--- src/logic/minicpu_pkg.sv ---
//////////////////////////////////////////////////////////////////////
// Shared word type, sizes, control enums and bus structs of the
// minicomputer; imported by every design unit and the testbench
//////////////////////////////////////////////////////////////////////
`default_nettype none

package minicpu_pkg;

  localparam int WORD_BITS = 12;
  localparam int MEM_WORDS = 4096;
  localparam int MEM_WAIT  = 3;                 // Cycles per core access
  localparam int WAIT_BITS = $clog2(MEM_WAIT + 1);
  localparam int PAGE_BITS = 7;                 // Offset width within a page

  typedef logic [WORD_BITS-1:0] word_t;

  localparam word_t HALT_WORD = 12'o7402;       // HLT microinstruction

  typedef enum logic [2:0] {
    AC_NC, AC_CLEAR, AC_AND, AC_TAD, AC_SWREG
  } ac_op_e;

  typedef enum logic [2:0] {
    PC_NC, PC_P1, PC_SR, PC_EA, PC_EAP1
  } pc_op_e;

  typedef enum logic [1:0] {
    MB_NC, MB_RD, MB_INC, MB_WD
  } mb_op_e;

  typedef enum logic [1:0] {
    EA_NC, EA_ZERO_PAGE, EA_CUR_PAGE
  } ea_op_e;

  typedef enum logic [1:0] {
    AD_NC, AD_PC, AD_SR, AD_EA
  } ad_sel_e;

  typedef enum logic [2:0] {
    WD_NC, WD_SR, WD_AC, WD_MB, WD_PC
  } wd_sel_e;

  typedef enum logic [1:0] {
    DISP_PC, DISP_AC, DISP_MB
  } disp_sel_e;

  // Sequencer to datapath
  typedef struct packed {
    ac_op_e  ac_op;
    pc_op_e  pc_op;
    mb_op_e  mb_op;
    ea_op_e  ea_op;
    ad_sel_e ad_sel;
    wd_sel_e wd_sel;
    logic    ir_load;
    logic    disp_load;
  } ctrl_t;

  // Datapath back to sequencer
  typedef struct packed {
    word_t ir;
    word_t mb;
  } status_t;

  typedef struct packed {
    word_t address;
    word_t write_data;
    logic  read_enable;
    logic  write_enable;
  } mem_req_t;

endpackage

`default_nettype wire
--- src/logic/cpu_datapath.sv ---
//////////////////////////////////////////////////////////////////////
// Register file of the CPU; each ctrl action updates its register at
// the next clock edge, IR and MB are reported back to the sequencer
//////////////////////////////////////////////////////////////////////
`timescale 1ns/100ps
`default_nettype none

module cpu_datapath
  import minicpu_pkg::*;
(
  input  logic      clock,
  input  logic      resetN,
  input  ctrl_t     ctrl,
  input  word_t     switch_reg,
  input  disp_sel_e dispsel,
  input  word_t     read_data,
  output status_t   status,
  output word_t     address,
  output word_t     write_data,
  output word_t     display
);

  word_t ac;
  word_t pc;
  word_t ir;
  word_t mb;
  word_t ea;

  always_ff @(posedge clock, negedge resetN) begin
    if (!resetN) begin
      ac <= '0;
      pc <= '0;
      ir <= '0;
      mb <= '0;
      ea <= '0;
    end else begin
      case (ctrl.ac_op)
        AC_CLEAR: ac <= '0;
        AC_AND:   ac <= ac & mb;
        AC_TAD:   ac <= ac + mb;                // No link, wraps at 12 bits
        AC_SWREG: ac <= switch_reg;
        default:  ;
      endcase
      case (ctrl.pc_op)
        PC_P1:   pc <= pc + 1'b1;
        PC_SR:   pc <= switch_reg;
        PC_EA:   pc <= ea;
        PC_EAP1: pc <= ea + 1'b1;
        default: ;
      endcase
      if (ctrl.ir_load)
        ir <= read_data;
      case (ctrl.mb_op)
        MB_RD:   mb <= read_data;
        MB_INC:  mb <= mb + 1'b1;
        MB_WD:   mb <= write_data;
        default: ;
      endcase
      case (ctrl.ea_op)
        EA_ZERO_PAGE: ea <= word_t'(ir[PAGE_BITS-1:0]);
        EA_CUR_PAGE:  ea <= {pc[WORD_BITS-1:PAGE_BITS], ir[PAGE_BITS-1:0]};
        default:      ;
      endcase
    end
  end

  // Memory address, write data and panel display hold until reloaded
  always_ff @(posedge clock) begin
    case (ctrl.ad_sel)
      AD_PC:   address <= pc;
      AD_SR:   address <= switch_reg;
      AD_EA:   address <= ea;
      default: ;
    endcase
    case (ctrl.wd_sel)
      WD_SR:   write_data <= switch_reg;
      WD_AC:   write_data <= ac;
      WD_MB:   write_data <= mb;
      WD_PC:   write_data <= pc;
      default: ;
    endcase
    if (ctrl.disp_load) begin
      case (dispsel)
        DISP_AC: display <= ac;
        DISP_MB: display <= mb;
        default: display <= pc;
      endcase
    end
  end

  assign status.ir = ir;
  assign status.mb = mb;

endmodule

`default_nettype wire

--- config.mk ---
export PLATFORM = sky130hd
export DESIGN_NAME = cpu_datapath
export DESIGN_NICKNAME = d
export VERILOG_FILES = /design/src/logic/minicpu_pkg.sv /design/src/logic/cpu_datapath.sv
export SDC_FILE = /design/constraint.sdc
export NUM_CORES = 1
export LEC_CHECK = 0
export BUFFER_PORTS_ARGS = -buffer_cell sky130_fd_sc_hd__buf_2
export CELL_PAD_IN_SITES_DETAIL_PLACEMENT = 2
export CELL_PAD_IN_SITES_GLOBAL_PLACEMENT = 2
export CORE_UTILIZATION = 35
export CTS_CLUSTER_DIAMETER = 50
export CTS_CLUSTER_SIZE = 12
export DETAILED_ROUTE_END_ITERATION = 8
export PLACE_DENSITY_LB_ADDON = 0.1
export SLEW_MARGIN = 20
export SYNTH_ARGS = -nofsm -noshare
export SYNTH_HDL_FRONTEND = slang
export SYNTH_SLANG_ARGS = --single-unit
--- constraint.sdc ---
create_clock -name clock -period 2.9 [get_ports clock]
set_input_delay 0.87 -clock clock [delete_from_list [all_inputs] [get_ports clock]]
set_output_delay 0.87 -clock clock [all_outputs]
set_load 0.02 [all_outputs]
Word level (Yosys, flattened, before mapping)
Cells that the tools add are included.

storage, ports and cells
  flip-flop bits (word level) = 96
  input port bits = 45
  output and inout port bits = 60
  word-level logic and storage cells = 48

cells by class
  add/sub/neg operators = 4
  equality and inequality tests = 22
  muxes and demuxes = 7
  bitwise gates (word level) = 1
  reduce and logical (&&, ||, !) cells = 6

operator list
  operator                                             number
  one-hot mux 12 bit (4 select lines)                  3
  one-hot mux 12 bit (3 select lines)                  2
  one-hot mux 12 bit (2 select lines)                  2
  adder 12 x 1 -> 12 bit, second input constant        3
  equality test 3 x 2 -> 1 bit, second input constant  6
  adder 12 bit                                         1
  bitwise AND 12 bit                                   1
  equality test 2 bit, second input constant           6
  nonzero test 4 bit                                   3
  equality test 3 x 1 -> 1 bit, second input constant  3
  equality test 3 bit, second input constant           3
  equality test 2 x 1 -> 1 bit, second input constant  4
  nonzero test 3 bit                                   2
  nonzero test 2 bit                                   1

Longest topological paths before layout
Gate-level depths: netlist of the first run.

  word-level depth = 2
  depth in mapped cells = 12
  mapped depth without buffers = 9

Worst setup path before layout of the first run
OpenSTA, ideal clock, no wires.

  path type = input port to flip-flop
  start point = input port ctrl[12] (netlist bit)
  end point = register pc[6]
  library setup time = 0.131 ns
  data arrival time = 2.692 ns
  data required time = 2.769 ns
  setup slack = 0.078 ns
  stages = 11
  buffers on the path = 2
  cell sequence = buf_6 > nor3b_1 > buf_2 > nand2_1 > nand2_1 > ha_1 > nand3_1 > or2_4 > a211oi_2 > xor2_1 > a21oi_1

between the ends
  word-level cells in the longest chain between the ends = 2
  elaborated cells between the ends (all ways) = 6
  classes of those cells = 4 x eq/ne; 1 x mux; 1 x reduce/logical

RTL lines
  what                                                                              line                source
  start: declaration                                                                cpu_datapath.sv:13  input ctrl_t ctrl,
  equality test 3 bit, or another cell as far along                                 cpu_datapath.sv:44  case (ctrl.pc_op)
  one-hot mux 12 bit (4 select lines) / nonzero test 4 bit (equally long branches)  --
  end signal: assignment                                                            cpu_datapath.sv:45  PC_P1: pc <= pc + 1'b1;
  end signal: assignment                                                            cpu_datapath.sv:46  PC_SR: pc <= switch_reg;
  end signal: assignment                                                            cpu_datapath.sv:48  PC_EAP1: pc <= ea + 1'b1;
  end: declaration                                                                  cpu_datapath.sv:24  word_t pc;

Parallel ways exist; a longest one is shown, timed or not.
A chain may end at the register's enable or synchronous reset.

Final worst setup path of the first run
  start point = input port ctrl[11] (netlist bit)
  end point = register pc[6]

The elaborated chain is that of the path after synthesis.

==> results.tsv, run 1 <==
stage	metric	value	unit
timing	Highest Clock Rate	399.0	MHz
placed_design	dpl hpwl	19.08	mm
yosys	Post-Synthesis Cell Area	6335	um^2
placed_design	dpl cell area	7171	um^2
timing	Final Cycle Share	86.42	%
drt	WL per Instance	25.59	um
global_route	largest net degree at the start of global routing	31	
finish	Filler cells	1925	
cts	cts repair resizes	0	
floorplanning	core area	17480	um^2
timing	worst-margin pin slew	0.7297	ns
critical_path	r2r endpoint	ac[9]	
global_route	initial antenna violation count	0	
drt	Antenna Nets Post-Route	0	
yosys	area leader, netlist	dfrtp_1	
timing	Hold Fails Final Rpt	0	
finish	most common cell after layout, fill and taps aside	buf_2	
drt	Residual DRC	0	
finish	Design Area, Final	7493	um^2
critical_path	Worst Setup SP	ctrl[11]	
yosys	syn nets	735	
pwr	leakage	3.229	nW
timing	Pins Over Slew Limit	0	
critical_path	Worst setup SP type	input port	
floorplanning	Die X	136.5	um
drt	Pre-antenna DRT Iters	5	
finish	diode count	0	
pwr	clock network power share	25.8	%
placed_design	GP Congestion	0.8949	
pwr	worst vdd ir	0.3445	mV
yosys	Synth Flop Type	dfrtp_1	
global_route	vias in the first global route	6462	
timing	final clock skew	0.008279	ns
status	outcome	finished clean	
floorplanning	number of I/O pins	105	
drt	drt via density	5.983	
yosys	Synth Instances	672	
drt	drt total wl	25.51	mm
global_route	Total Routing Usage GR	28.57	%
critical_path	critical path type	in2reg	
yosys	Async SR Flop Fraction	62.50	%
cts	clk_lat worst skew	0.37	ns
cts	post-CTS setup buffer count	0	
critical_path	Reg2Reg Depth	6	
cts	CTS max path bufs	2	
cts	clk sinks	96	
floorplanning	Initial Utilization	36.25	%
cts	CTS HTree Levels	3	
critical_path	Worst Path Arrival	2.74	ns
timing	Rel. slew slack	51.13	%
cts	CTS Root Cell	clkbuf_16	
pwr	internal power	3.071	mW
yosys	EDFF count, synth	36	
timing	minimum clock period	2.506	ns
finish	Finished Layout Cells	997	
floorplanning	num rows	48	
finish	Area Overhead vs Synth	18.29	%
floorplanning	height of the die	136.5	um
finish	commonest non-fill, non-tap cells in the layout	buf_2 (104), a21oi_1 (78), nor2_1 (61)	
pwr	P_sw	2.060	mW
critical_path	Max FO, Critical Path	7	
yosys	synth top area cells	dfrtp_1 (24%), edfxtp_1 (17%), mux2i_1 (7.4%), a21oi_1 (6.2%), mux2_2 (3.9%)	
pwr	Pwr Density	684.8	nW/um^2
yosys	Seq/Total Area, Yosys	40.77	%
floorplanning	die area	18640	um^2
cts	clock buffer count from CTS	9	
placed_design	Port-buffer cells	104	
cts	CTS tree	done	
timing	RSZ-0062 raised after global routing	no	
yosys	Post-Syn Area per Cell	9.427	um^2
pwr	Gate power share	34.7	%
worst_hold_path	HP Class	reg2reg	
pwr	Tot Pwr	5.132	mW
critical_path	CP Data Required Time	3.13	ns
drt	routed via count	5965	
critical_path	Worst setup EP type	flop	
yosys	yosys warns	0	
critical_path	Worst Setup EP	pc[6]	
placed_design	worst slack, placed	-0.07617	ns
pwr	Flop pwr share	39.5	%
critical_path	reg-to-reg slack, setup	0.46	ns
timing	Fin Hold WS	0.5138	ns
finish	layout cell share with drive strength beyond 1	23.83	%
yosys	FF+latch count, synth	96	
global_route	first-pass GRT wire length	38.89	mm
drt	starting DRC count in detailed routing	267	
placed_design	dpl cells	981	
cts	CTS hold repair buffers	0	
global_route	grt ovf	0	
critical_path	Worst R2R Start	mb[1]	
timing	final worst slack	0.3939	ns
finish	nets	830	
pwr	Switching Share	40.15	%
cts	Clk pin slew, worst setup/hold paths	0.08	ns
timing	Final setup violation count	0	
flow_run	number of max-cap violations	0	
yosys	Yosys top cell area share	23.70	%
yosys	post-synth cell types	62	
worst min path at each step:
| stage | start | to | slack [ns] | depth (start not counted) |
|---|---|---|---|---|
| after global routing | ir[9] | ir[9] | 0.54 | 1 |
| after detailed placement | ir[9] | ir[9] | 0.49 | 1 |
| after global placement | ir[8] | ir[8] | 0.48 | 1 |
| final | ir[9] | ir[9] | 0.51 | 1 |
| after CTS | ir[10] | ir[10] | 0.51 | 1 |
| after floorplan | ea[9] | ea[9] | 0.51 | 2 |
per-layer routing:
metal | vias up | part of all wire [%] | track usage (%)
li1 | 2682 | - | -
met4 | 0 | 2.9 | 10.68
met2 | 145 | 51 | 50.54
met1 | 3094 | 43 | 35.35
met3 | 44 | 3.1 | 3.519
met5 | - | 0 | 0
critical path, cell delays in order:
cell and delay (ns):
buf_2 0.15, nor3b_1 0.38, nand2_1 0.10, nand2_1 0.08, ha_1 0.25, nand3_1 0.14
nand2b_1 0.23, a211oi_2 0.26, xor2_1 0.19, a21oi_1 0.09
kinds of logic after synthesis:
family	after synthesis	synth area share, %
simple gates	181	13.15
mux	73	12.82
compound gates	218	22.36
flops	96	40.77
buf+inv	63	4.049
xor+xnor	23	3.180
fa+ha+maj	18	3.674
area by class of cell:
| class | count | area, um^2 | area share [%] |
|---|---|---|---|
| Sequential cell | 96 | 2582 | 34.46 |
| Timing Repair Buffer | 135 | 765.7 | 10.22 |
| Inverter | 12 | 45.04 | 0.6011 |
| Tap cell | 225 | 281.5 | 3.757 |
| Clock inverter | 7 | 95.09 | 1.269 |
| Multi-Input combinational cell | 513 | 3498 | 46.69 |
| Clock buffer | 9 | 225.2 | 3.006 |
power by group through the flow:
stage	Combinational, mW	Clock (mW)	Sequential (mW)
after floorplan	1.04	0	2.02
after global placement	1.70	0	2.04
after detailed placement	1.77	0	2.05
after CTS	1.79	1.35	2.02
after global routing	1.95	1.41	2.05
final	1.78	1.33	2.03
per-stage QoR:
step | util, % | TNS (ns)
2_1_floorplan | - | 0
3_3_place_gp | 41.03 | 0
3_5_place_dp | 41.03 | -0.7543
4_1_cts | 42.86 | 0
5_1_grt | 42.88 | 0
6_report | 42.88 | 0
synth_stat cells (16+ instances only):
cell type,number
mux2_2,22
a21oi_1,78
mux2i_1,47
o21ai_0,40
clkbuf_1,41
dfrtp_1,60
nor2_1,61
ha_1,17
edfxtp_1,36
nand2_1,56
a221oi_1,16
nor2b_1,17
registers in the layout, summed over array words and instances (netlist names):
signal / count
ac: 12
write_data: 12
address: 12
pc: 12
display: 12
ir: 12
ea: 12
mb: 12
No activity file was read; power rests on OpenSTA's default activity.
==> run 2, diff against run 1 <==
==> constraint.sdc (replaced) <==
create_clock -name clock -period 2.9 [get_ports clock]
set_input_delay 0.29 -clock clock [delete_from_list [all_inputs] [get_ports clock]]
set_output_delay 0.29 -clock clock [all_outputs]
set_load 0.02 [all_outputs]
==> results.tsv, run 2 (synthesized netlist as in run 1, its figures left out) <==
stage	metric	value	unit	change
cts	CTS max path bufs	2		unchanged
cts	CTS hold repair buffers	0		unchanged
pwr	clock network power share	25.9	%	was 25.8%
cts	clk_lat worst skew	0.36	ns	was 0.37 ns
flow_run	number of max-cap violations	0		unchanged
global_route	Total Routing Usage GR	28.07	%	was 28.57%
finish	Area Overhead vs Synth	17.30	%	was 18.29%
critical_path	Worst setup SP type	flop		was input port
floorplanning	num rows	48		unchanged
global_route	largest net degree at the start of global routing	36		was 31
cts	Clk pin slew, worst setup/hold paths	0.08	ns	about the same
floorplanning	Initial Utilization	36.25	%	unchanged
global_route	initial antenna violation count	1		was 0
finish	Register Area	2582	um^2	unchanged
floorplanning	core area	17480	um^2	unchanged
drt	Residual DRC	0		unchanged
timing	Rel. slew slack	37.43	%	was 51.13%
timing	RSZ-0062 raised after global routing	no		unchanged
critical_path	Max FO, Critical Path	5		was 7
timing	Final setup violation count	0		unchanged
timing	Pins Over Slew Limit	0		unchanged
pwr	leakage	3.189	nW	was 3.229 nW
drt	Pre-antenna DRT Iters	5		unchanged
worst_hold_path	HP Class	in2async		was reg2reg
drt	drt total wl	25.32	mm	was 25.51 mm
critical_path	critical path type	reg2reg		was in2reg
cts	clk sinks	96		unchanged
global_route	first-pass GRT wire length	38.21	mm	was 38.89 mm
floorplanning	number of I/O pins	105		unchanged
floorplanning	Die X	136.5	um	unchanged
pwr	Switching Share	40.14	%	was 40.15%
pwr	Gate power share	35.4	%	was 34.7%
critical_path	Reg2Reg Depth	6		unchanged
drt	starting DRC count in detailed routing	362		was 267
timing	final clock skew	0.01082	ns	was 0.008279 ns
timing	Final Cycle Share	82.34	%	was 86.42%
pwr	internal power	3.072	mW	was 3.071 mW
finish	diode count	0		unchanged
timing	Highest Clock Rate	418.8	MHz	was 399.0 MHz
timing	minimum clock period	2.388	ns	was 2.506 ns
finish	commonest non-fill, non-tap cells in the layout	buf_2 (104), a21oi_1 (78), nor2_1 (61)		unchanged
finish	multi-input logic area	3496	um^2	was 3498 um^2
drt	routed via count	5835		was 5,965
global_route	grt ovf	0		unchanged
cts	CTS HTree Levels	3		unchanged
critical_path	Worst Path Arrival	2.63	ns	was 2.74 ns
drt	drt via density	5.900		was 5.983
pwr	Tot Pwr	5.132	mW	about the same
pwr	Pwr Density	690.6	nW/um^2	was 684.8 nW/um^2
floorplanning	height of the die	136.5	um	unchanged
drt	WL per Instance	25.60	um	was 25.59 um
cts	CTS Root Cell	clkbuf_16		unchanged
pwr	Flop pwr share	38.7	%	was 39.5%
critical_path	CP Data Required Time	3.14	ns	was 3.13 ns
cts	post-CTS setup buffer count	0		unchanged
finish	nets	822		was 830
pwr	worst vdd ir	0.3500	mV	was 0.3445 mV
finish	Filler cells	1905		was 1,925
placed_design	Port-buffer cells	104		unchanged
floorplanning	die area	18640	um^2	unchanged
pwr	P_sw	2.060	mW	about the same
cts	cts repair resizes	0		unchanged
finish	layout cell share with drive strength beyond 1	22.91	%	was 23.83%
timing	setup_tns	0	ns	unchanged
drt	Antenna Nets Post-Route	0		unchanged
critical_path	Worst setup EP type	flop		unchanged
placed_design	dpl hpwl	18.97	mm	was 19.08 mm
cts	clock buffer count from CTS	9		unchanged
placed_design	worst slack, placed	0.3761	ns	was -0.07617 ns
timing	final worst slack	0.5121	ns	was 0.3939 ns
timing	worst-margin pin slew	0.9366	ns	was 0.7297 ns
finish	most common cell after layout, fill and taps aside	buf_2		unchanged
cts	CTS tree	done		unchanged
status	outcome	finished clean		unchanged
global_route	vias in the first global route	6404		was 6,462
timing	Hold Fails Final Rpt	0		unchanged
placed_design	GP Congestion	0.8865		was 0.8949
[run 2: cell type report]
| type | count | area share [%] |
|---|---|---|
| multi-input combinational | 513 | 47.04 |
| sequential | 96 | 34.75 |
| timing repair buffer | 127 | 9.497 |
| tap | 225 | 3.789 |
| clock buffer | 9 | 3.031 |
| clock inverter | 7 | 1.280 |
| inverter | 12 | 0.6062 |
[run 2: path summary, 6_finish.rpt]
check                        startpoint      to  slack, ns
hold reg to reg                  ir[11]  ir[11]       0.51
max in group asynchronous        resetN   mb[2]       2.20
setup / recovery                  ac[3]   ac[9]       0.51
hold / removal                   resetN  pc[11]      0.002
min in group clock         read_data[3]   ir[3]       0.18
setup reg to reg                  ac[3]   ac[9]       0.51
[run 2: critical path, stage by stage, from the launching register on]
cell and delay [ns]:
dfrtp_1 0.47, ha_1 0.39, o21ai_0 0.15, o21ai_0 0.49, nand3_1 0.26, mux2i_1 0.17, or3_1 0.33
[run 2: power by group through the flow]
stage               registers, mW  clock network [mW]  logic (mW)
detailed placement           2.01                   0        1.80
CTS                          1.99                1.34        1.82
floorplan                    2.02                   0        1.04
global route                 2.02                1.39        1.96
global placement             2.01                   0        1.72
finish                       1.99                1.33        1.82
[run 2: layer usage]
| layer | GRT usage [%] | routed length [um] | vias up |
|---|---|---|---|
| met3 | 2.926 | 748 | 45 |
| met4 | 12.96 | 869 | 0 |
| li1 | - | - | 2661 |
| met1 | 34.09 | 10650 | 2980 |
| met5 | 0 | 0 | - |
| met2 | 49.69 | 13050 | 149 |
[run 2: stage by stage]
| step | utilization [%] | hold WS [ns] | instances | cell area [um^2] |
|---|---|---|---|---|
| 2_1_floorplan | - | -0.005591 | 672 | 6335 |
| 3_3_place_gp | 40.69 | 0.4180 | 973 | 7111 |
| 3_5_place_dp | 40.69 | 0.4217 | 973 | 7111 |
| 4_1_cts | 42.52 | 0.03383 | 989 | 7431 |
| 5_1_grt | 42.52 | 0.06570 | 989 | 7431 |
| 6_report | 42.52 | 0.001666 | 989 | 7431 |
==> run 3, diff against run 2 <==
--- a/config.mk
+++ b/config.mk
@@ -5,10 +5,11 @@
 export SDC_FILE = /design/constraint.sdc
 export NUM_CORES = 1
 export LEC_CHECK = 0
+export ABC_AREA = 1
 export BUFFER_PORTS_ARGS = -buffer_cell sky130_fd_sc_hd__buf_2
 export CELL_PAD_IN_SITES_DETAIL_PLACEMENT = 2
 export CELL_PAD_IN_SITES_GLOBAL_PLACEMENT = 2
-export CORE_UTILIZATION = 35
+export CORE_UTILIZATION = 30
 export CTS_CLUSTER_DIAMETER = 50
 export CTS_CLUSTER_SIZE = 12
 export DETAILED_ROUTE_END_ITERATION = 8
==> constraint.sdc (replaced) <==
create_clock -name clock -period 2.13 [get_ports clock]
set_input_delay 0.213 -clock clock [delete_from_list [all_inputs] [get_ports clock]]
set_output_delay 0.213 -clock clock [all_outputs]
set_load 0.02 [all_outputs]
==> results.tsv, run 3 <==
stage	metric	value	unit	change
cts	clock buffer count from CTS	9		unchanged
cts	CTS max path bufs	2		unchanged
floorplanning	die area	20120	um^2	was 18,640 um^2
yosys	yosys warns	0		unchanged
critical_path	Worst setup EP type	flop		unchanged
floorplanning	num rows	50		was 48
placed_design	dpl hpwl	20.37	mm	was 18.97 mm
finish	most common cell after layout, fill and taps aside	nand2_1		was buf_2
floorplanning	Initial Utilization	30.96	%	was 36.25%
drt	WL per Instance	22.80	um	was 25.60 um
yosys	Async SR Flop Fraction	62.50	%	unchanged
timing	Rel. slew slack	32.35	%	was 37.43%
yosys	Seq/Total Area, Yosys	44.01	%	was 40.77%
cts	post-CTS setup buffer count	0		unchanged
placed_design	dpl cells	1097		was 973
yosys	Synth Instances	728		was 672
critical_path	critical-path cell list	ha_1 -> inv_1 -> nor3_1 -> a21oi_1 -> or2_2 -> nand3_1 -> nand4_1		was ha_1 -> o21ai_0 -> o21ai_0 -> nand3_1 -> mux2i_1 -> or3_1
finish	nets	912		was 822
yosys	area leader, netlist	dfrtp_1		unchanged
floorplanning	core area	18960	um^2	was 17,480 um^2
timing	RSZ-0062 raised after global routing	no		unchanged
drt	Residual DRC	0		unchanged
global_route	largest net degree at the start of global routing	38		was 36
cts	CTS HTree Levels	3		unchanged
finish	commonest non-fill, non-tap cells in the layout	nand2_1 (175), buf_2 (104), inv_1 (93)		was buf_2 (104), a21oi_1 (78), nor2_1 (61)
timing	Final setup violation count	0		unchanged
critical_path	CP Data Required Time	2.37	ns	was 3.14 ns
timing	Pins Over Slew Limit	0		unchanged
pwr	Pwr Density	907.3	nW/um^2	was 690.6 nW/um^2
timing	Highest Clock Rate	496.5	MHz	was 418.8 MHz
timing	Hold Fails Final Rpt	0		unchanged
finish	Finished Layout Cells	1114		was 989
placed_design	Port-buffer cells	104		unchanged
global_route	grt ovf	0		unchanged
yosys	Yosys top cell area share	25.59	%	was 23.70%
cts	CTS Root Cell	clkbuf_16		unchanged
cts	clk sinks	96		unchanged
finish	Filler cells	2199		was 1,905
critical_path	CP Depth	7		was 6
cts	Clk pin slew, worst setup/hold paths	0.08	ns	about the same
drt	starting DRC count in detailed routing	235		was 362
critical_path	critical path type	reg2reg		unchanged
placed_design	GP Congestion	0.8910		was 0.8865
finish	multi-input logic area	2821	um^2	was 3496 um^2
drt	routed via count	5951		was 5,835
critical_path	Reg2Reg Depth	7		was 6
timing	worst-margin pin slew	1.011	ns	was 0.9366 ns
finish	Register Area	2582	um^2	unchanged
finish	diode count	0		unchanged
drt	drt via density	5.342		was 5.900
drt	Pre-antenna DRT Iters	5		unchanged
pwr	worst vdd ir	0.3923	mV	was 0.3500 mV
critical_path	Max FO, Critical Path	6		was 5
drt	drt total wl	25.40	mm	was 25.32 mm
critical_path	Slowest cell on crit path	dfrtp_1		was o21ai_0
yosys	EDFF count, synth	36		unchanged
cts	clk_lat worst skew	0.36	ns	about the same
floorplanning	number of I/O pins	105		unchanged
critical_path	CP max stage delay	0.45	ns	was 0.49 ns
drt	Antenna Nets Post-Route	0		unchanged
placed_design	worst slack, placed	-0.03604	ns	was 0.3761 ns
cts	CTS tree	done		unchanged
floorplanning	Die X	141.9	um	was 136.5 um
timing	final clock skew	0.009468	ns	was 0.01082 ns
global_route	initial antenna violation count	2		was 1
critical_path	Worst setup SP type	flop		unchanged
timing	minimum clock period	2.014	ns	was 2.388 ns
yosys	Synth top cells by count	nand2_1 (175), inv_1 (93), dfrtp_1 (60)		was a21oi_1 (78), nor2_1 (61), dfrtp_1 (60)
status	outcome	finished clean		unchanged
yosys	count leader, synth	nand2_1		was a21oi_1
floorplanning	height of the die	141.9	um	was 136.5 um
finish	layout cell share with drive strength beyond 1	22.13	%	was 22.91%
global_route	Total Routing Usage GR	26.78	%	was 28.07%
worst_hold_path	HP Class	in2reg		was in2async
critical_path	worst path buffer plus inverter count	1		was 0
worst_hold_path	Hold Crit Depth	3		
yosys	post-synth cell types	45		was 62
yosys	Post-Syn Area per Cell	8.061	um^2	was 9.427 um^2
timing	final worst slack	0.1157	ns	was 0.5121 ns
critical_path	Worst Path Arrival	2.25	ns	was 2.63 ns
critical_path	Top Family by Delay on Critical Path	simple AND/OR/NAND/NOR gates		was compound AO/OA/AOI/OAI gates
yosys	FF+latch count, synth	96		unchanged
pwr	leakage	3.343	nW	was 3.189 nW
yosys	Post-Synthesis Cell Area	5868	um^2	was 6335 um^2
flow_run	number of max-cap violations	0		unchanged
global_route	first-pass GRT wire length	39.47	mm	was 38.21 mm
global_route	vias in the first global route	6659		was 6,404
timing	Final Cycle Share	94.57	%	was 82.34%
yosys	Synth Flop Type	dfrtp_1		unchanged
yosys	syn nets	791		was 735
finish	Area Overhead vs Synth	22.17	%	was 17.30%
yosys	synth top area cells	dfrtp_1 (26%), edfxtp_1 (18%), nand2_1 (11%), inv_1 (5.9%), nand3_1 (4.6%)		was dfrtp_1 (24%), edfxtp_1 (17%), mux2i_1 (7.4%), a21oi_1 (6.2%), mux2_2 (3.9%)
run 3: cell types whose count changed after synthesis, moves of 15 or more:
| cell | delta |
|---|---|
| nor2b_1 | -17 |
| nand3_1 | +43 |
| nor2_1 | -37 |
| inv_1 | +81 |
| mux2i_1 | -47 |
| o22ai_1 | +15 |
| nand2_1 | +119 |
| clkbuf_1 | -22 |
| a21oi_1 | -34 |
| mux2_2 | -19 |
run 3: power breakdown:
group | internal (mW) | switching (mW)
Combinational | 0.734 | 1.56
Clock | 0.836 | 0.881
Sequential | 2.25 | 0.241
Total | 3.82 | 2.69
run 3: metrics by stage:
| stage | instance area (um^2) | util (%) | power, mW | setup TNS, ns | hold slack (ns) |
|---|---|---|---|---|---|
| detailed placement | 6839 | 36.08 | 4.811 | -0.03604 | 0.2894 |
| global placement | 6839 | 36.08 | 4.721 | 0 | 0.2837 |
| CTS | 7154 | 37.74 | 6.546 | 0 | 0.1042 |
| global route | 7169 | 37.82 | 6.881 | 0 | 0.09770 |
| floorplan | 5868 | - | 3.855 | 0 | -0.08259 |
| finish | 7169 | 37.82 | 6.505 | 0 | 0.1065 |
run 3: cell families after synthesis:
group / count (synthesis) / synth area share [%]
AND/OR/NAND/NOR: 304 / 23.45
multiplexers: 3 / 0.5757
AO/OA/AOI/OAI: 184 / 19.74
flip-flops: 96 / 44.01
buffers and inverters: 123 / 8.252
adder cells (fa/ha/maj): 18 / 3.966
run 3: timing repair:
| item | 4_1_cts | 5_1_grt |
|---|---|---|
| pin swaps | 0 | 0 |
| hold endpoints to repair | 23 | 0 |
| setup endpoints to repair | 1 | 6 |
| hold buffers | 1 | 0 |
| resized for setup | 1 | 4 |
run 3: per-layer routing:
layer	up-vias	routed length (um)	global-route usage (%)
met1	3041	10630	32.95
met4	0	753	10.19
met5	-	0	0
met2	108	13040	46.98
met3	40	971	4.185
li1	2762	-	-
run 3: final timing paths:
kind,start,to,slack (ns)
setup / recovery,mb[3],ac[6],0.12
hold / removal,read_data[1],ir[1],0.11
setup reg to reg,mb[3],ac[6],0.12
hold reg to reg,ir[9],ir[9],0.53
max in group asynchronous,resetN,ea[3],1.05
min in group asynchronous,resetN,mb[8],0.42
run 3: worst register-to-register path, stage by stage (launching register included):
cell	delay, ns
dfrtp_1	0.45
ha_1	0.41
inv_1	0.10
nor3_1	0.34
a21oi_1	0.14
or2_2	0.28
nand3_1	0.07
nand4_1	0.09
run 3: final cells by class:
class	instances	area share, %
repair buffers	136	10.82
well taps	260	4.538
clock buffers	9	3.141
multi-input cells	509	39.35
flip-flops and latches	96	36.02
inverters	97	5.079
clock inverters	7	1.047
