<file path="src/logic/minicpu_pkg.sv">
//////////////////////////////////////////////////////////////////////
// Shared word type, sizes, control enums and bus structs of the
// minicomputer; imported by every design unit and the testbench
//////////////////////////////////////////////////////////////////////
`default_nettype none

package minicpu_pkg;

  localparam int WORD_BITS = 12;
  localparam int MEM_WORDS = 4096;
  localparam int MEM_WAIT  = 3;                 // Cycles per core access
  localparam int WAIT_BITS = $clog2(MEM_WAIT + 1);
  localparam int PAGE_BITS = 7;                 // Offset width within a page

  typedef logic [WORD_BITS-1:0] word_t;

  localparam word_t HALT_WORD = 12'o7402;       // HLT microinstruction

  typedef enum logic [2:0] {
    AC_NC, AC_CLEAR, AC_AND, AC_TAD, AC_SWREG
  } ac_op_e;

  typedef enum logic [2:0] {
    PC_NC, PC_P1, PC_SR, PC_EA, PC_EAP1
  } pc_op_e;

  typedef enum logic [1:0] {
    MB_NC, MB_RD, MB_INC, MB_WD
  } mb_op_e;

  typedef enum logic [1:0] {
    EA_NC, EA_ZERO_PAGE, EA_CUR_PAGE
  } ea_op_e;

  typedef enum logic [1:0] {
    AD_NC, AD_PC, AD_SR, AD_EA
  } ad_sel_e;

  typedef enum logic [2:0] {
    WD_NC, WD_SR, WD_AC, WD_MB, WD_PC
  } wd_sel_e;

  typedef enum logic [1:0] {
    DISP_PC, DISP_AC, DISP_MB
  } disp_sel_e;

  // Sequencer to datapath
  typedef struct packed {
    ac_op_e  ac_op;
    pc_op_e  pc_op;
    mb_op_e  mb_op;
    ea_op_e  ea_op;
    ad_sel_e ad_sel;
    wd_sel_e wd_sel;
    logic    ir_load;
    logic    disp_load;
  } ctrl_t;

  // Datapath back to sequencer
  typedef struct packed {
    word_t ir;
    word_t mb;
  } status_t;

  typedef struct packed {
    word_t address;
    word_t write_data;
    logic  read_enable;
    logic  write_enable;
  } mem_req_t;

endpackage

`default_nettype wire
</file>
<file path="src/logic/cpu_sequencer.sv">
//////////////////////////////////////////////////////////////////////
// Moore FSM that turns panel commands and fetched instructions into
// datapath actions and core memory read and write enables
//////////////////////////////////////////////////////////////////////
`timescale 1ns/100ps
`default_nettype none

module cpu_sequencer
  import minicpu_pkg::*;
(
  input  logic    clock,
  input  logic    resetN,
  input  logic    run,
  input  logic    step,
  input  logic    loadpc,
  input  logic    loadac,
  input  logic    deposit,
  input  logic    srchange,
  input  logic    mem_finished,
  input  status_t status,
  output ctrl_t   ctrl,
  output logic    read_enable,
  output logic    write_enable,
  output logic    cpu_idle,
  output logic    halt
);

  typedef enum logic [4:0] {
    INIT, IDLE, EXAM_1, EXAM_2, LD_PC, LD_AC, DEP_1, DEP_2,
    FETCH_1, FETCH_2, FETCH_3, DECODE, CALC_EA,
    AND_1, AND_2, AND_3, TAD_1, TAD_2, TAD_3,
    ISZ_1, ISZ_2, ISZ_3, ISZ_4, ISZ_5, ISZ_6,
    DCA_1, DCA_2, DCA_3, JMS_1, JMS_2, JMP_1, HALT_ST
  } state_e;

  typedef enum logic [2:0] {
    OP_AND, OP_TAD, OP_ISZ, OP_DCA, OP_JMS, OP_JMP, OP_IOT, OP_OPR
  } opcode_e;

  state_e  state;
  state_e  next_state;
  opcode_e opcode;

  assign opcode = opcode_e'(status.ir[11:9]);

  always_ff @(posedge clock, negedge resetN) begin
    if (!resetN)
      state <= INIT;
    else
      state <= next_state;
  end

  always_comb begin
    next_state = state;
    unique case (state)
      INIT:    next_state = IDLE;
      IDLE: begin
        if (run || step)
          next_state = FETCH_1;
        else if (srchange)
          next_state = EXAM_1;
        else if (loadpc)
          next_state = LD_PC;
        else if (loadac)
          next_state = LD_AC;
        else if (deposit)
          next_state = DEP_1;
      end
      EXAM_1:  next_state = EXAM_2;
      EXAM_2:  if (mem_finished) next_state = IDLE;
      LD_PC:   next_state = IDLE;
      LD_AC:   next_state = IDLE;
      DEP_1:   next_state = DEP_2;
      DEP_2:   if (mem_finished) next_state = IDLE;
      FETCH_1: next_state = FETCH_2;
      FETCH_2: if (mem_finished) next_state = FETCH_3;
      FETCH_3: next_state = DECODE;
      DECODE: begin
        if (status.ir == HALT_WORD)
          next_state = HALT_ST;
        else if (opcode == OP_IOT || opcode == OP_OPR)
          next_state = IDLE;                    // Treated as no-ops
        else
          next_state = CALC_EA;
      end
      CALC_EA: begin
        case (opcode)
          OP_AND:  next_state = AND_1;
          OP_TAD:  next_state = TAD_1;
          OP_ISZ:  next_state = ISZ_1;
          OP_DCA:  next_state = DCA_1;
          OP_JMS:  next_state = JMS_1;
          default: next_state = JMP_1;
        endcase
      end
      AND_1:   next_state = AND_2;
      AND_2:   if (mem_finished) next_state = AND_3;
      AND_3:   next_state = IDLE;
      TAD_1:   next_state = TAD_2;
      TAD_2:   if (mem_finished) next_state = TAD_3;
      TAD_3:   next_state = IDLE;
      ISZ_1:   next_state = ISZ_2;
      ISZ_2:   if (mem_finished) next_state = ISZ_3;
      ISZ_3:   next_state = ISZ_4;
      ISZ_4:   next_state = ISZ_5;
      ISZ_5:   if (mem_finished) next_state = ISZ_6;
      ISZ_6:   next_state = IDLE;
      DCA_1:   next_state = DCA_2;
      DCA_2:   if (mem_finished) next_state = DCA_3;
      DCA_3:   next_state = IDLE;
      JMS_1:   next_state = JMS_2;
      JMS_2:   if (mem_finished) next_state = IDLE;
      JMP_1:   next_state = IDLE;
      HALT_ST: next_state = IDLE;
      default: next_state = IDLE;
    endcase
  end

  always_comb begin
    ctrl         = '0;                          // All actions NC
    read_enable  = 1'b0;
    write_enable = 1'b0;
    cpu_idle     = 1'b0;
    halt         = 1'b0;
    unique case (state)
      INIT:    ctrl.ac_op = AC_CLEAR;
      IDLE: begin
        cpu_idle       = 1'b1;
        ctrl.disp_load = 1'b1;
      end
      EXAM_1:  ctrl.ad_sel = AD_SR;
      EXAM_2: begin
        read_enable = 1'b1;
        ctrl.mb_op  = MB_RD;
      end
      LD_PC:   ctrl.pc_op = PC_SR;
      LD_AC:   ctrl.ac_op = AC_SWREG;
      DEP_1: begin
        ctrl.ad_sel = AD_PC;
        ctrl.wd_sel = WD_SR;
      end
      DEP_2: begin
        write_enable = 1'b1;
        if (mem_finished)
          ctrl.pc_op = PC_P1;                   // Advance to next deposit slot
      end
      FETCH_1: ctrl.ad_sel = AD_PC;
      FETCH_2: read_enable = 1'b1;
      FETCH_3: begin
        ctrl.ir_load = 1'b1;                    // Address still holds the PC
        ctrl.pc_op   = PC_P1;
      end
      DECODE:  ;
      CALC_EA: ctrl.ea_op = status.ir[7] ? EA_CUR_PAGE : EA_ZERO_PAGE;
      AND_1, TAD_1, ISZ_1: ctrl.ad_sel = AD_EA;
      AND_2, TAD_2, ISZ_2: begin
        read_enable = 1'b1;
        ctrl.mb_op  = MB_RD;
      end
      AND_3:   ctrl.ac_op = AC_AND;
      TAD_3:   ctrl.ac_op = AC_TAD;
      ISZ_3:   ctrl.mb_op = MB_INC;
      ISZ_4:   ctrl.wd_sel = WD_MB;
      ISZ_5:   write_enable = 1'b1;
      ISZ_6:   if (status.mb == '0) ctrl.pc_op = PC_P1;  // Skip on wrap to zero
      DCA_1: begin
        ctrl.ad_sel = AD_EA;
        ctrl.wd_sel = WD_AC;
      end
      DCA_2: begin
        write_enable = 1'b1;
        ctrl.mb_op   = MB_WD;
      end
      DCA_3:   ctrl.ac_op = AC_CLEAR;
      JMS_1: begin
        ctrl.ad_sel = AD_EA;
        ctrl.wd_sel = WD_PC;                    // Return address
      end
      JMS_2: begin
        write_enable = 1'b1;
        ctrl.mb_op   = MB_WD;
        ctrl.pc_op   = PC_EAP1;
      end
      JMP_1:   ctrl.pc_op = PC_EA;
      HALT_ST: begin
        halt           = 1'b1;
        cpu_idle       = 1'b1;
        ctrl.disp_load = 1'b1;
      end
      default: ;
    endcase
  end

  a_one_enable: assert property (@(posedge clock) disable iff (!resetN)
    !(read_enable && write_enable));

  // Every access must end the cycle after the timer reports completion
  a_drop_after_finished: assert property (@(posedge clock) disable iff (!resetN)
    mem_finished |=> !(read_enable || write_enable));

  // Only direct addressing is implemented
  a_direct_only: assert property (@(posedge clock) disable iff (!resetN)
    (state == CALC_EA) |-> !status.ir[8]);

endmodule

`default_nettype wire

</file>
<file path="config.mk">
export PLATFORM = sky130hd
export DESIGN_NAME = cpu_sequencer
export DESIGN_NICKNAME = d
export VERILOG_FILES = /design/src/logic/minicpu_pkg.sv /design/src/logic/cpu_sequencer.sv
export SDC_FILE = /design/constraint.sdc
export NUM_CORES = 1
export LEC_CHECK = 0
export BUFFER_PORTS_ARGS = -buffer_cell sky130_fd_sc_hd__buf_2
export CELL_PAD_IN_SITES_DETAIL_PLACEMENT = 1
export CELL_PAD_IN_SITES_GLOBAL_PLACEMENT = 1
export CORE_MARGIN = 2
export CORE_UTILIZATION = 35
export CTS_BUF_LIST = sky130_fd_sc_hd__clkbuf_4 sky130_fd_sc_hd__clkbuf_8 sky130_fd_sc_hd__clkbuf_16
export CTS_CLUSTER_DIAMETER = 150
export DETAILED_ROUTE_END_ITERATION = 7
export GPL_TIMING_DRIVEN = 0
export MAX_ROUTING_LAYER = met4
export PLACE_DENSITY = 0.84
export SLEW_MARGIN = 15
export SYNTH_ARGS = -nofsm -noshare
export SYNTH_HDL_FRONTEND = slang
export SYNTH_SLANG_ARGS = --single-unit
</file>
<file path="constraint.sdc">
create_clock -name clock -period 4.35 [get_ports clock]
set_input_delay 0.435 -clock clock [delete_from_list [all_inputs] [get_ports clock]]
set_output_delay 0.435 -clock clock [all_outputs]
set_load 0.01 [all_outputs]
</file>
# Word-level counts from Yosys, hierarchy flattened

Cells that the tools add are included.

Input bits: 33
Logic and storage cells: 93
Output and inout port bits: 21
Flip-flop bits (word level): 5

Mux-type cells: 30
Reductions and logical operators: 16
Eq/ne operators: 46

Operator list:

| cell                   | count |
|---|---|
| $pmux W5 S22           | 1 |
| $eq A5 B5 Y1 const B   | 16 |
| $mux W5                | 13 |
| $eq A5 B4 Y1 const B   | 8 |
| $pmux W5 S5            | 1 |
| $pmux W3 S4            | 2 |
| $eq A5 B3 Y1 const B   | 4 |
| $pmux W3 S6            | 1 |
| $eq A12 B12 Y1 const B | 1 |
| $logic_not A12 Y1      | 1 |
| $ne A2 B2 Y1 const B   | 6 |
| $pmux W2 S3            | 2 |
| $eq A5 B2 Y1 const B   | 2 |
| $reduce_or A5 Y1       | 2 |
| $eq A3 B3 Y1 const B   | 3 |
| $reduce_or A9 Y1       | 1 |
| $reduce_and A8 Y1      | 1 |
| $reduce_or A2 Y1       | 4 |
| $reduce_or A4 Y1       | 2 |
| $mux W1                | 7 |
| $eq A3 B2 Y1 const B   | 2 |
| $ne A6 B6 Y1 const B   | 1 |
| $eq A5 B1 Y1 const B   | 1 |
| $logic_not A5 Y1       | 1 |
| 7 further kinds        | 9 |

# Depth between registers and ports, before layout

Gate-level depths: netlist of the first run.

Word-level depth: 6
Gate-level depth with buffers: 8
Mapped depth without buffers: 5

# Least setup slack after synthesis of the first run

Ideal clock, no wire load.

Path type: flip-flop to output port
From: reg state[4]
To: out ctrl[0] (netlist bit)
Cell stages (with the launch flop): 8
Path buffers: 4
Data arrival time: 1.467 ns
Setup slack: 2.448 ns
Required time: 3.915 ns
Cells stage by stage: dfrtp_1 buf_4 buf_2 buf_4 nand3_1 nor2_1 a21o_1 buf_4

Longest elaborated chain between the ends: 3
Elaborated cells on any way between the ends: 4
Those cells by class: eq/ne (2); mux (1); reduce/logical (1)

RTL lines:

| item                                                | RTL line            | RTL |
|---|---|---|
| from (decl)                                         | cpu_sequencer.sv:40 | `state_e state;` |
| from (signal assigned)                              | cpu_sequencer.sv:50 | `state <= next_state;` |
| $eq A5 B1 Y1 / $eq A5 B5 Y1 (equally long branches) | n/a                 |  |
| $reduce_or A2 Y1 (no line) (*)                      | n/a                 |  |
| $mux W1 (*)                                         | n/a                 |  |
| to (decl)                                           | cpu_sequencer.sv:21 | `output ctrl_t ctrl,` |

Mark *: on every way between the ends. The rest lies on a longest branch, timed or not.

# Final worst setup path of the first run

From: reg state[4]
To: out read_enable

Longest elaborated chain between the ends: 3
Elaborated cells on any way between the ends: 7
Those cells by class: eq/ne (5); mux (1); reduce/logical (1)

RTL lines:

| item                                 | RTL line             | RTL |
|---|---|---|
| $eq A5 B5 Y1 (tied with other cells) | cpu_sequencer.sv:125 | `unique case (state)` |
| $reduce_or A5 Y1 (no line) (*)       | n/a                  |  |
| $mux W1 (*)                          | cpu_sequencer.sv:125 |  |
| to (decl)                            | cpu_sequencer.sv:22  | `output logic read_enable,` |

Marks and branches as above.

==> metrics, run 1 <==
Site Rows 21; Post-Synth XOR/XNOR Area under 10%; Worst EP required just under 4 ns; Crit Path Class reg -> out; CP max stage delay 0.44 ns; EDFF count, synth 0; Worst Tran Pin Value 0.523 ns; die width roughly 64 um; crit path DAT about 2.1 ns; Final Hold Fails 0; initial core utilization between 30% and 40%; initial antenna violation count 0; cell leakage power 0.000729 uW; Async SR Flop Fraction 100%; Tmin final 2.55 ns; vias in the first global route 1774; fin crit share 58.5%; critical path endpoint category output pin; worst-path cell chain buf_4 > buf_2 > buf_1 > o21ai_0 > o311ai_0 > o22ai_1 > buf_2; WP depth 7; synthesized net count 217; worst vdd ir between 0.2 and 0.3 mV; final setup margin around 1.8 ns; htree depth 1; Core Area 3390 um2; Multi-input gate area ~1000 um2; DP HPWL 3.73 mm; GR Util All Layers 26.0%; average wire per standard cell ~17 um; relative slew slack about two thirds; RSZ-0062 raised after global routing false; die area 4090 um2; post-CTS setup buffers 0; CTS root buffer clkbuf_4; ant diodes 0; hold buffers post-CTS 1; Reg2Reg Depth 6; DRC 0; final setup TNS 0 ns; post-CTS sizing 0; WP buf/inv 4; GRT Residual Overflow 0; CP dominant cell by count buf_2; Ports 54; outcome finished clean; pre-CTS setup slack 2.08 ns; fraction of layout cells with a size suffix above 1 35.3%; sequential area share after synthesis 9.94%; Top delay family on crit path buffers and inverters; Worst path slowest cell buf_1; mux cell area share after synthesis 3.58%; Power Dens Cells around 740 nW/um2; routed wire length 5.00 mm; adder-cell area share of the yosys netlist 0%; crit path max fanout 10; vias per cell 6.01; Syn-to-layout area delta 28.2%; first-pass GRT wire length 8.42 mm; CTS buffer count 3; Final Setup Violations 0; Final Skew 0.00502 ns; clock-pin slew on the worst setup and hold paths roughly 0.05 ns; largest family of logic cells by synthesized area simple AND/OR/NAND/NOR gates; post-route ant nets 0; largest net degree at the start of global routing 11; clock buffer depth 2; crit start category flip-flop; Largest regs state: 5 flops; RePlAce Congestion 0.917; compound-gate portion of the synthesized area 33.8%; count of cell types in the netlist 61; Top reg by flops state; die height 64.0 um; Post-Syn Instances 184; Post-Synth Simple-Gate Area about 36%; First-pass DRT Iterations 4; mapped cell area about 1300 um2; f_max 393 MHz; clk sinks 5; Nets 275; DRC violation total after the first TritonRoute iteration 71; max reg flops 5; HP Class in -> async; CTS tree yes; register bit count reported by yosys 5; Vias around 1700; Ys Warns 0; Final Max Tran Viols 0; Sequential Area roughly 130 um2; Max-cap violations 0; Synth Flop Type dfrtp_1; Buffers on Ports 52; Post-Syn Area per Cell 6.84 um2; clk_lat worst skew 0.25 ns; filler instances roughly 470
## path summary, 6_finish.rpt
| path | endpoint | start | slack (ns) |
|---|---|---|---|
| setup / recovery | read_enable | state[4]$_DFFE_PN0P_ | 1.80 |
| hold / removal | state[0]$_DFFE_PN0P_ | resetN | 0.56 |
| setup reg to reg | state[1]$_DFFE_PN0P_ | state[3]$_DFFE_PN0P_ | 2.47 |
| hold reg to reg | state[3]$_DFFE_PN0P_ | state[2]$_DFFE_PN0P_ | 0.83 |
| max in group asynchronous | state[1]$_DFFE_PN0P_ | resetN | 3.66 |
| min in group clock | state[3]$_DFFE_PN0P_ | step | 0.60 |
## synth_stat cells (2+ instances only)
cell	n	area share, %
o2bb2ai_1	2	1.4
nand2b_1	4	2.0
o2111ai_1	2	1.4
o32ai_1	2	1.4
o22a_1	2	1.4
nor2b_1	2	0.99
o21ai_0	12	4.8
o31ai_1	2	1.2
and3_1	2	0.99
nand4_1	4	2.0
mux2i_1	3	2.4
nand2b_4	2	2.2
a31oi_1	3	1.5
a21o_1	4	2.4
inv_1	6	1.8
buf_2	10	4.0
buf_6	2	1.8
nand3_1	5	2.0
a21oi_1	8	3.2
nor3_1	6	2.4
nor4_1	3	1.5
o22ai_1	5	2.5
nor3b_1	2	1.2
dfrtp_1	5	9.9
o211ai_1	3	1.8
nor2_1	28	8.3
nand2_1	15	4.5
xnor2_1	4	2.8
buf_4	4	2.4
## routing by layer
metal,up-vias,GRT usage [%],share of wire (%),routed length [um]
met2,111,45.1,48,2400
li1,791,-,-,-
met5,-,-,0,0
met4,0,7.61,2.1,104
met3,10,1.94,10,519
met1,812,32.3,40,1980
## worst reg2reg max path, delay by kind of cell (launching register included)
kind,cells,cell delay (ns)
xor+xnor,1,0.14
buf+inv,1,0.18
compound gates,2,0.42
mux,2,0.59
flops,1,0.43
## cells in the final DEF, fill, tap and decap left out, types with 2 or more instances in the layout
cell       count
buf_2         62
nor2_1        28
nand2_1       15
o21ai_0       12
a21oi_1        8
nor3_1         6
inv_1          6
nand3_1        5
o22ai_1        5
dfrtp_1        5
buf_4          4
nand2b_1       4
xnor2_1        4
a21o_1         4
nand4_1        4
a31oi_1        3
mux2i_1        3
nor4_1         3
o211ai_1       3
clkbuf_4       3
buf_6          2
nand2b_4       2
and3_1         2
o22a_1         2
nor2b_1        2
o32ai_1        2
nor3b_1        2
o31ai_1        2
o2111ai_1      2
o2bb2ai_1      2
## metrics by stage
stage	utilization [%]	instance area, um2	power (uW)	hold WS, ns	cells
3_5_place_dp	46.5	1580	1110	0.255	282
3_3_place_gp	46.5	1580	1090	0.246	282
5_1_grt	47.6	1610	1290	0.566	287
2_1_floorplan	-	1260	835	0.139	184
4_1_cts	47.6	1610	1180	0.527	287
6_report	47.6	1610	1190	0.557	287
## layout make-up
| type | instances | share of cell area, % |
|---|---|---|
| buffer | 18 | 6.82 |
| clock buffer | 3 | 1.40 |
| clock inverter | 1 | 0.310 |
| inverter | 6 | 1.40 |
| multi-input combinational | 155 | 62.0 |
| sequential | 5 | 7.75 |
| tap | 46 | 3.57 |
| timing repair buffer | 53 | 16.7 |
## power breakdown
part	leakage [uW]	switching (uW)	total [uW]	internal, uW
logic	0.000649	638	1050	410
clock network	0.0000177	23.5	57.0	33.5
registers	0.0000622	17.8	88.1	70.3
total	0.000729	679	1190	514
## cells by family after synthesis
family          after synthesis
mux                           4
xor+xnor                      7
compound gates               60
flops                         5
simple gates                 84
buf+inv                      24
(Power assumes the default switching activity.)
==> run 2: changes to the inputs <==
--- a/config.mk
+++ b/config.mk
@@ -9,13 +9,13 @@
 export CELL_PAD_IN_SITES_DETAIL_PLACEMENT = 1
 export CELL_PAD_IN_SITES_GLOBAL_PLACEMENT = 1
 export CORE_MARGIN = 2
-export CORE_UTILIZATION = 35
+export CORE_UTILIZATION = 29
 export CTS_BUF_LIST = sky130_fd_sc_hd__clkbuf_4 sky130_fd_sc_hd__clkbuf_8 sky130_fd_sc_hd__clkbuf_16
 export CTS_CLUSTER_DIAMETER = 150
 export DETAILED_ROUTE_END_ITERATION = 7
 export GPL_TIMING_DRIVEN = 0
 export MAX_ROUTING_LAYER = met4
-export PLACE_DENSITY = 0.84
+export PLACE_DENSITY = 0.74
 export SLEW_MARGIN = 15
 export SYNTH_ARGS = -nofsm -noshare
 export SYNTH_HDL_FRONTEND = slang
==> constraint.sdc (replaced) <==
create_clock -name clock -period 2.1 [get_ports clock]
set_input_delay 0.21 -clock clock [delete_from_list [all_inputs] [get_ports clock]]
set_output_delay 0.21 -clock clock [all_outputs]
set_load 0.01 [all_outputs]
==> metrics, run 2 (synthesis results as in run 1) <==
outcome finished clean; crit start category flip-flop; Final Max Tran Viols 0 (unchanged); htree depth 1 (unchanged); most frequent cells in the layout buf_2, nor2_1, nand2_1; clock buffer depth 2 (unchanged); DRC violation total after the first TritonRoute iteration 69 (-2.8%); critical path endpoint category output pin; ant diodes 0 (unchanged); Worst Hold Margin 0.325 ns (-0.232 ns); post-route ant nets 0 (unchanged); vias in the first global route 1595 (-10%); GR Util All Layers 20.7% (-5.3 points); largest net degree at the start of global routing 20 (+9); power consumption 2570 uW (+120%); Reg-to-Reg End state[1]$_DFFE_PN0P_; Top reg by flops state; GRT Residual Overflow 0 (unchanged); initial antenna violation count 0 (unchanged); Buffers on Ports 52 (unchanged); crit path max fanout 10 (unchanged); Vias 1659 (-3.8%); Final Skew 0.00389 ns (-0.00113 ns); max reg flops 5 (unchanged); Top delay family on crit path buffers and inverters; fin crit share 96.0%; relative slew slack 75.4% (+10 points); Worst path slowest cell dfrtp_1; CTS buffer count 3 (unchanged); Crit Path Class reg -> out; worst-path cell chain clkbuf_4 > clkbuf_4 > clkbuf_4 > o32a_1 > nor2_1 > buf_2; cell leakage power 0.000738 uW (+1.3%); clk sinks 5 (unchanged); reg2reg start state[4]$_DFFE_PN0P_; f_max ~500 MHz; clk_lat worst skew 0.23 ns (-0.02 ns); Site Rows 23 (+9.5%); Clk pwr share 7.9% (+3.1 points); Core Area 4090 um2 (+21%); sw frac 54.9% (-2.0 points); routed wire length 5.02 mm (+0.26%); met2 global-route usage 33.4% (-12 points); Max-cap violations 0 (unchanged); HP Class in -> async; First-pass DRT Iterations 4 (unchanged); FF-to-FF setup slack 0.17 ns (-2.30 ns); Logic pwr share 84.7% (-3.1 points); RSZ-0062 raised after global routing false; die height 69.9 um (+9.2%); Multi-input gate area 1000 um2 (unchanged); Syn-to-layout area delta 31.1%; DRC 0 (unchanged); Ports 54 (unchanged); DP HPWL 3.91 mm (+4.7%); Tmin final 2.02 ns; Power Dens Cells 1560 nW/um2 (+110%); most common cell after layout, fill and taps aside buf_2; initial core utilization 30.8% (-6.3 points); sequential share of power 7.4% (about the same); filler instances 559 (+18%); CTS root buffer clkbuf_8; crit path DAT 1.81 ns (-0.30 ns); Sequential Area 125 um2 (unchanged); CTS tree yes; Largest regs state: 5 flops; Worst EP required 1.89 ns (-2.02 ns); fraction of layout cells with a size suffix above 1 35.6% (+0.30 points); average wire per standard cell 17.4 um (-0.43%); CP max stage delay 0.38 ns (-0.06 ns); clock-pin slew on the worst setup and hold paths 0.04 ns (about the same); WP buf/inv 4 (unchanged); GR peak layer met2; Reg2Reg Depth 6 (unchanged); die area 4880 um2 (+19%); Nets 273 (-0.73%); vias per cell 5.74 (-4.4%); Final Hold Fails 0 (unchanged); RePlAce Congestion 0.905 (-1.3%); worst vdd ir 0.519 mV (+92%); M1 GR Usage 27.6% (-4.7 points); GRT met3 Usage 2.31% (+0.37 points); P_sw 1410 uW (+110%); die width 69.9 um (+9.2%); Int Pwr 1160 uW (+130%); CP dominant cell by count clkbuf_4; Final Setup Violations 0 (unchanged); Worst Tran Pin Value 0.368 ns (-0.155 ns); first-pass GRT wire length 8.00 mm (-5.1%); Crit. Startpoint state[0]$_DFFE_PN0P_
## run 2: cell types whose count changed in the layout (fill, tap and decap cells not counted), sizes merged
cell / previous run / this run
clkinv: 1 / 0
buf: 69 / 61
clkbuf: 4 / 11
## run 2: cell type report
class                      instances  share of cell area (%)
multi-input combinational        155                    60.7
timing repair buffer              53                    16.4
sequential                         5                    7.58
buffer                            16                    7.28
tap                               50                    3.79
clock buffer                       4                    2.96
inverter                           6                    1.36
## run 2: metrics by stage
step                      setup TNS [ns]  util [%]  std cells  setup WS (ns)  cell area [um2]
after floorplan                        0         -        184          0.423             1260
after global placement                 0      38.7        286         0.0451             1580
after detailed placement         -0.0260      38.7        286        -0.0260             1580
after CTS                              0      40.0        289         0.0270             1630
after global routing                   0      40.4        289         0.0131             1650
final                                  0      40.4        289         0.0844             1650
## run 2: power groups by stage
stage | Sequential (uW) | Clock, uW | Combinational, uW
floorplan | 177 | 0 | 1550
global placement | 186 | 0 | 2110
global route | 196 | 212 | 2340
CTS | 189 | 205 | 2130
finish | 190 | 203 | 2180
detailed placement | 191 | 0 | 2130
## run 2: routing by layer
metal / vias up / wire length [um]
met2: 77 / 2310
met3: 8 / 308
li1: 792 / -
met4: 0 / 91
met5: - / 0
met1: 782 / 2300
## run 2: repair_timing
action,in CTS,in global routing
hold buffers,1,0
resized for setup,2,9
endpoints found under the setup margin,8,8
endpoints found under the hold margin,5,0
setup buffers,0,0
## run 2: how the worst max path moves through the flow
stage                   end  cells after the start  slack, ns
6_report           ctrl[14]                      6       0.08
5_1_grt             ctrl[6]                      7       0.01
4_1_cts             ctrl[9]                      7       0.03
3_5_place_dp   write_enable                      8      -0.03
3_3_place_gp   write_enable                      8       0.05
2_1_floorplan       ctrl[0]                      7       0.42
==> run 3: changes to the inputs <==
--- a/config.mk
+++ b/config.mk
@@ -5,6 +5,7 @@
 export SDC_FILE = /design/constraint.sdc
 export NUM_CORES = 1
 export LEC_CHECK = 0
+export ABC_CLOCK_PERIOD_IN_PS = 2100
 export BUFFER_PORTS_ARGS = -buffer_cell sky130_fd_sc_hd__buf_2
 export CELL_PAD_IN_SITES_DETAIL_PLACEMENT = 1
 export CELL_PAD_IN_SITES_GLOBAL_PLACEMENT = 1
@@ -15,7 +16,7 @@
 export DETAILED_ROUTE_END_ITERATION = 7
 export GPL_TIMING_DRIVEN = 0
 export MAX_ROUTING_LAYER = met4
-export PLACE_DENSITY = 0.74
+export PLACE_DENSITY_LB_ADDON = 0.1
 export SLEW_MARGIN = 15
 export SYNTH_ARGS = -nofsm -noshare
 export SYNTH_HDL_FRONTEND = slang
==> metrics, run 3 (synthesis results as in run 1) <==
Worst EP required 1.89 ns (about the same); average wire per standard cell 17.0 um (-1.9%); max reg flops 5 (unchanged); die area 4880 um2 (unchanged); First-pass DRT Iterations 4 (unchanged); crit path max fanout 10 (unchanged); power consumption 2540 uW (-1.3%); Reg2Reg Depth 5 (-1); clock-pin slew on the worst setup and hold paths 0.04 ns (about the same); GRT Residual Overflow 0 (unchanged); cell leakage power 0.000734 uW (-0.60%); Tmin final 2.00 ns (-0.0185 ns); CTS tree yes; most frequent cells in the layout buf_2, nor2_1, nand2_1; Max-cap violations 0 (unchanged); RePlAce Congestion 0.888 (-1.8%); worst vdd ir 0.565 mV (+8.8%); filler instances 564 (+0.89%); DRC 0 (unchanged); DRC violation total after the first TritonRoute iteration 38 (-45%); Power Dens Cells 1540 nW/um2 (-0.82%); Site Rows 23 (unchanged); Worst Tran Pin Value 0.340 ns (-0.0281 ns); CTS root buffer clkbuf_8; Multi-input gate area 1000 um2 (unchanged); die width 69.9 um (unchanged); DP HPWL 3.88 mm (-0.84%); FF-to-FF setup slack 0.20 ns (+0.03 ns); post-CTS setup buffers 0 (unchanged); clock buffer depth 2 (unchanged); initial core utilization 30.8% (unchanged); CTS buffer count 3 (unchanged); final setup margin 0.103 ns (+0.0185 ns); die height 69.9 um (unchanged); Crit Path Class reg -> out; Ports 54 (unchanged); outcome finished clean; vias per cell 5.57 (-3.0%); Core Area 4090 um2 (unchanged); HP Class in -> async; Nets 272 (-0.37%); Final Setup Violations 0 (unchanged); Layout Utilization 40.2% (-0.18 points); routed wire length 4.90 mm (-2.3%); vias in the first global route 1605 (+0.63%); Final Hold Fails 0 (unchanged); reg2reg start state[3]$_DFFE_PN0P_; Syn-to-layout area delta 30.5%; GR Util All Layers 21.1% (+0.39 points); Buffers on Ports 52 (unchanged); final setup TNS 0 ns (unchanged); crit start category flip-flop; fraction of layout cells with a size suffix above 1 35.3% (-0.27 points); Sequential Area 125 um2 (unchanged); Final Max Tran Viols 0 (unchanged); clk_lat worst skew 0.23 ns (about the same); Largest regs state: 5 flops; ant diodes 0 (unchanged); crit path DAT 1.79 ns (-0.02 ns); htree depth 1 (unchanged); Worst Hold Margin 0.323 ns (-0.00221 ns); Reg-to-Reg End state[1]$_DFFE_PN0P_; Final Skew 0.000985 ns (-0.00290 ns); largest net degree at the start of global routing 20 (unchanged); RSZ-0062 raised after global routing false; relative slew slack 77.1% (+1.8 points); most common cell after layout, fill and taps aside buf_2; Top reg by flops state; post-route ant nets 0 (unchanged); fin crit share 95.1% (-0.88 points); first-pass GRT wire length 8.18 mm (+2.3%); clk sinks 5 (unchanged); initial antenna violation count 0 (unchanged); pre-CTS setup slack 0.0469 ns (+0.0729 ns); critical path endpoint category output pin; f_max 501 MHz (+0.93%); Vias 1603 (-3.4%)
run 3: cell types whose count changed in the layout (fill, tap and decap cells not counted):
cell | previous run | this run
o311ai_0 | 1 | 0
o21ai_1 | 1 | 0
clkbuf_4 | 7 | 6
o21ai_0 | 11 | 12
o311ai_1 | 1 | 2
run 3: worst max path at each step:
stage | endpoint | start | cells after the start | slack, ns
detailed placement | write_enable | state[4]$_DFFE_PN0P_ | 8 | 0.05
global route | ctrl[14] | state[0]$_DFFE_PN0P_ | 6 | 0.01
floorplan | ctrl[0] | state[4]$_DFFE_PN0P_ | 7 | 0.42
global placement | write_enable | state[4]$_DFFE_PN0P_ | 8 | 0.03
CTS | read_enable | state[3]$_DFFE_PN0P_ | 7 | 0.02
finish | ctrl[14] | state[0]$_DFFE_PN0P_ | 6 | 0.10
run 3: worst max-delay path: stages (launching register included):
cell and delay, ns:
dfrtp_1 0.37, clkbuf_4 0.20, clkbuf_4 0.20, clkbuf_4 0.21, o32a_1 0.36, nor2_1 0.09
buf_2 0.13
run 3: where the power goes:
| group | total (uW) | leakage [uW] | internal [uW] | switching, uW |
|---|---|---|---|---|
| combinational | 2160 | 0.000646 | 866 | 1290 |
| clock | 198 | 0.0000262 | 144 | 54.0 |
| sequential | 184 | 0.0000622 | 146 | 37.7 |
run 3: repair_timing:
item                                   in CTS  in global routing
endpoints found under the hold margin       5                  0
resized for setup                           2                  8
setup endpoints to repair                   6                 11
pin swaps                                   0                  1
hold buffers                                1                  0
run 3: final cells by class:
type	count	share of cell area [%]
Tap cell	50	3.81
Clock buffer	4	2.97
Buffer	15	6.85
Inverter	6	1.37
Multi-Input combinational cell	155	60.9
Timing Repair Buffer	53	16.5
Sequential cell	5	7.62
run 3: per-layer routing:
metal	up-vias	global-route usage [%]	wire, um
met4	0	2.14	18
met1	747	27.3	2250
li1	790	-	-
met5	-	-	0
met3	4	4.62	335
met2	62	35.1	2300
run 3: metrics by stage:
stage	instance area, um2	std cells
after floorplan	1260	184
after global routing	1640	288
after detailed placement	1580	286
final	1640	288
after global placement	1580	286
after CTS	1640	290
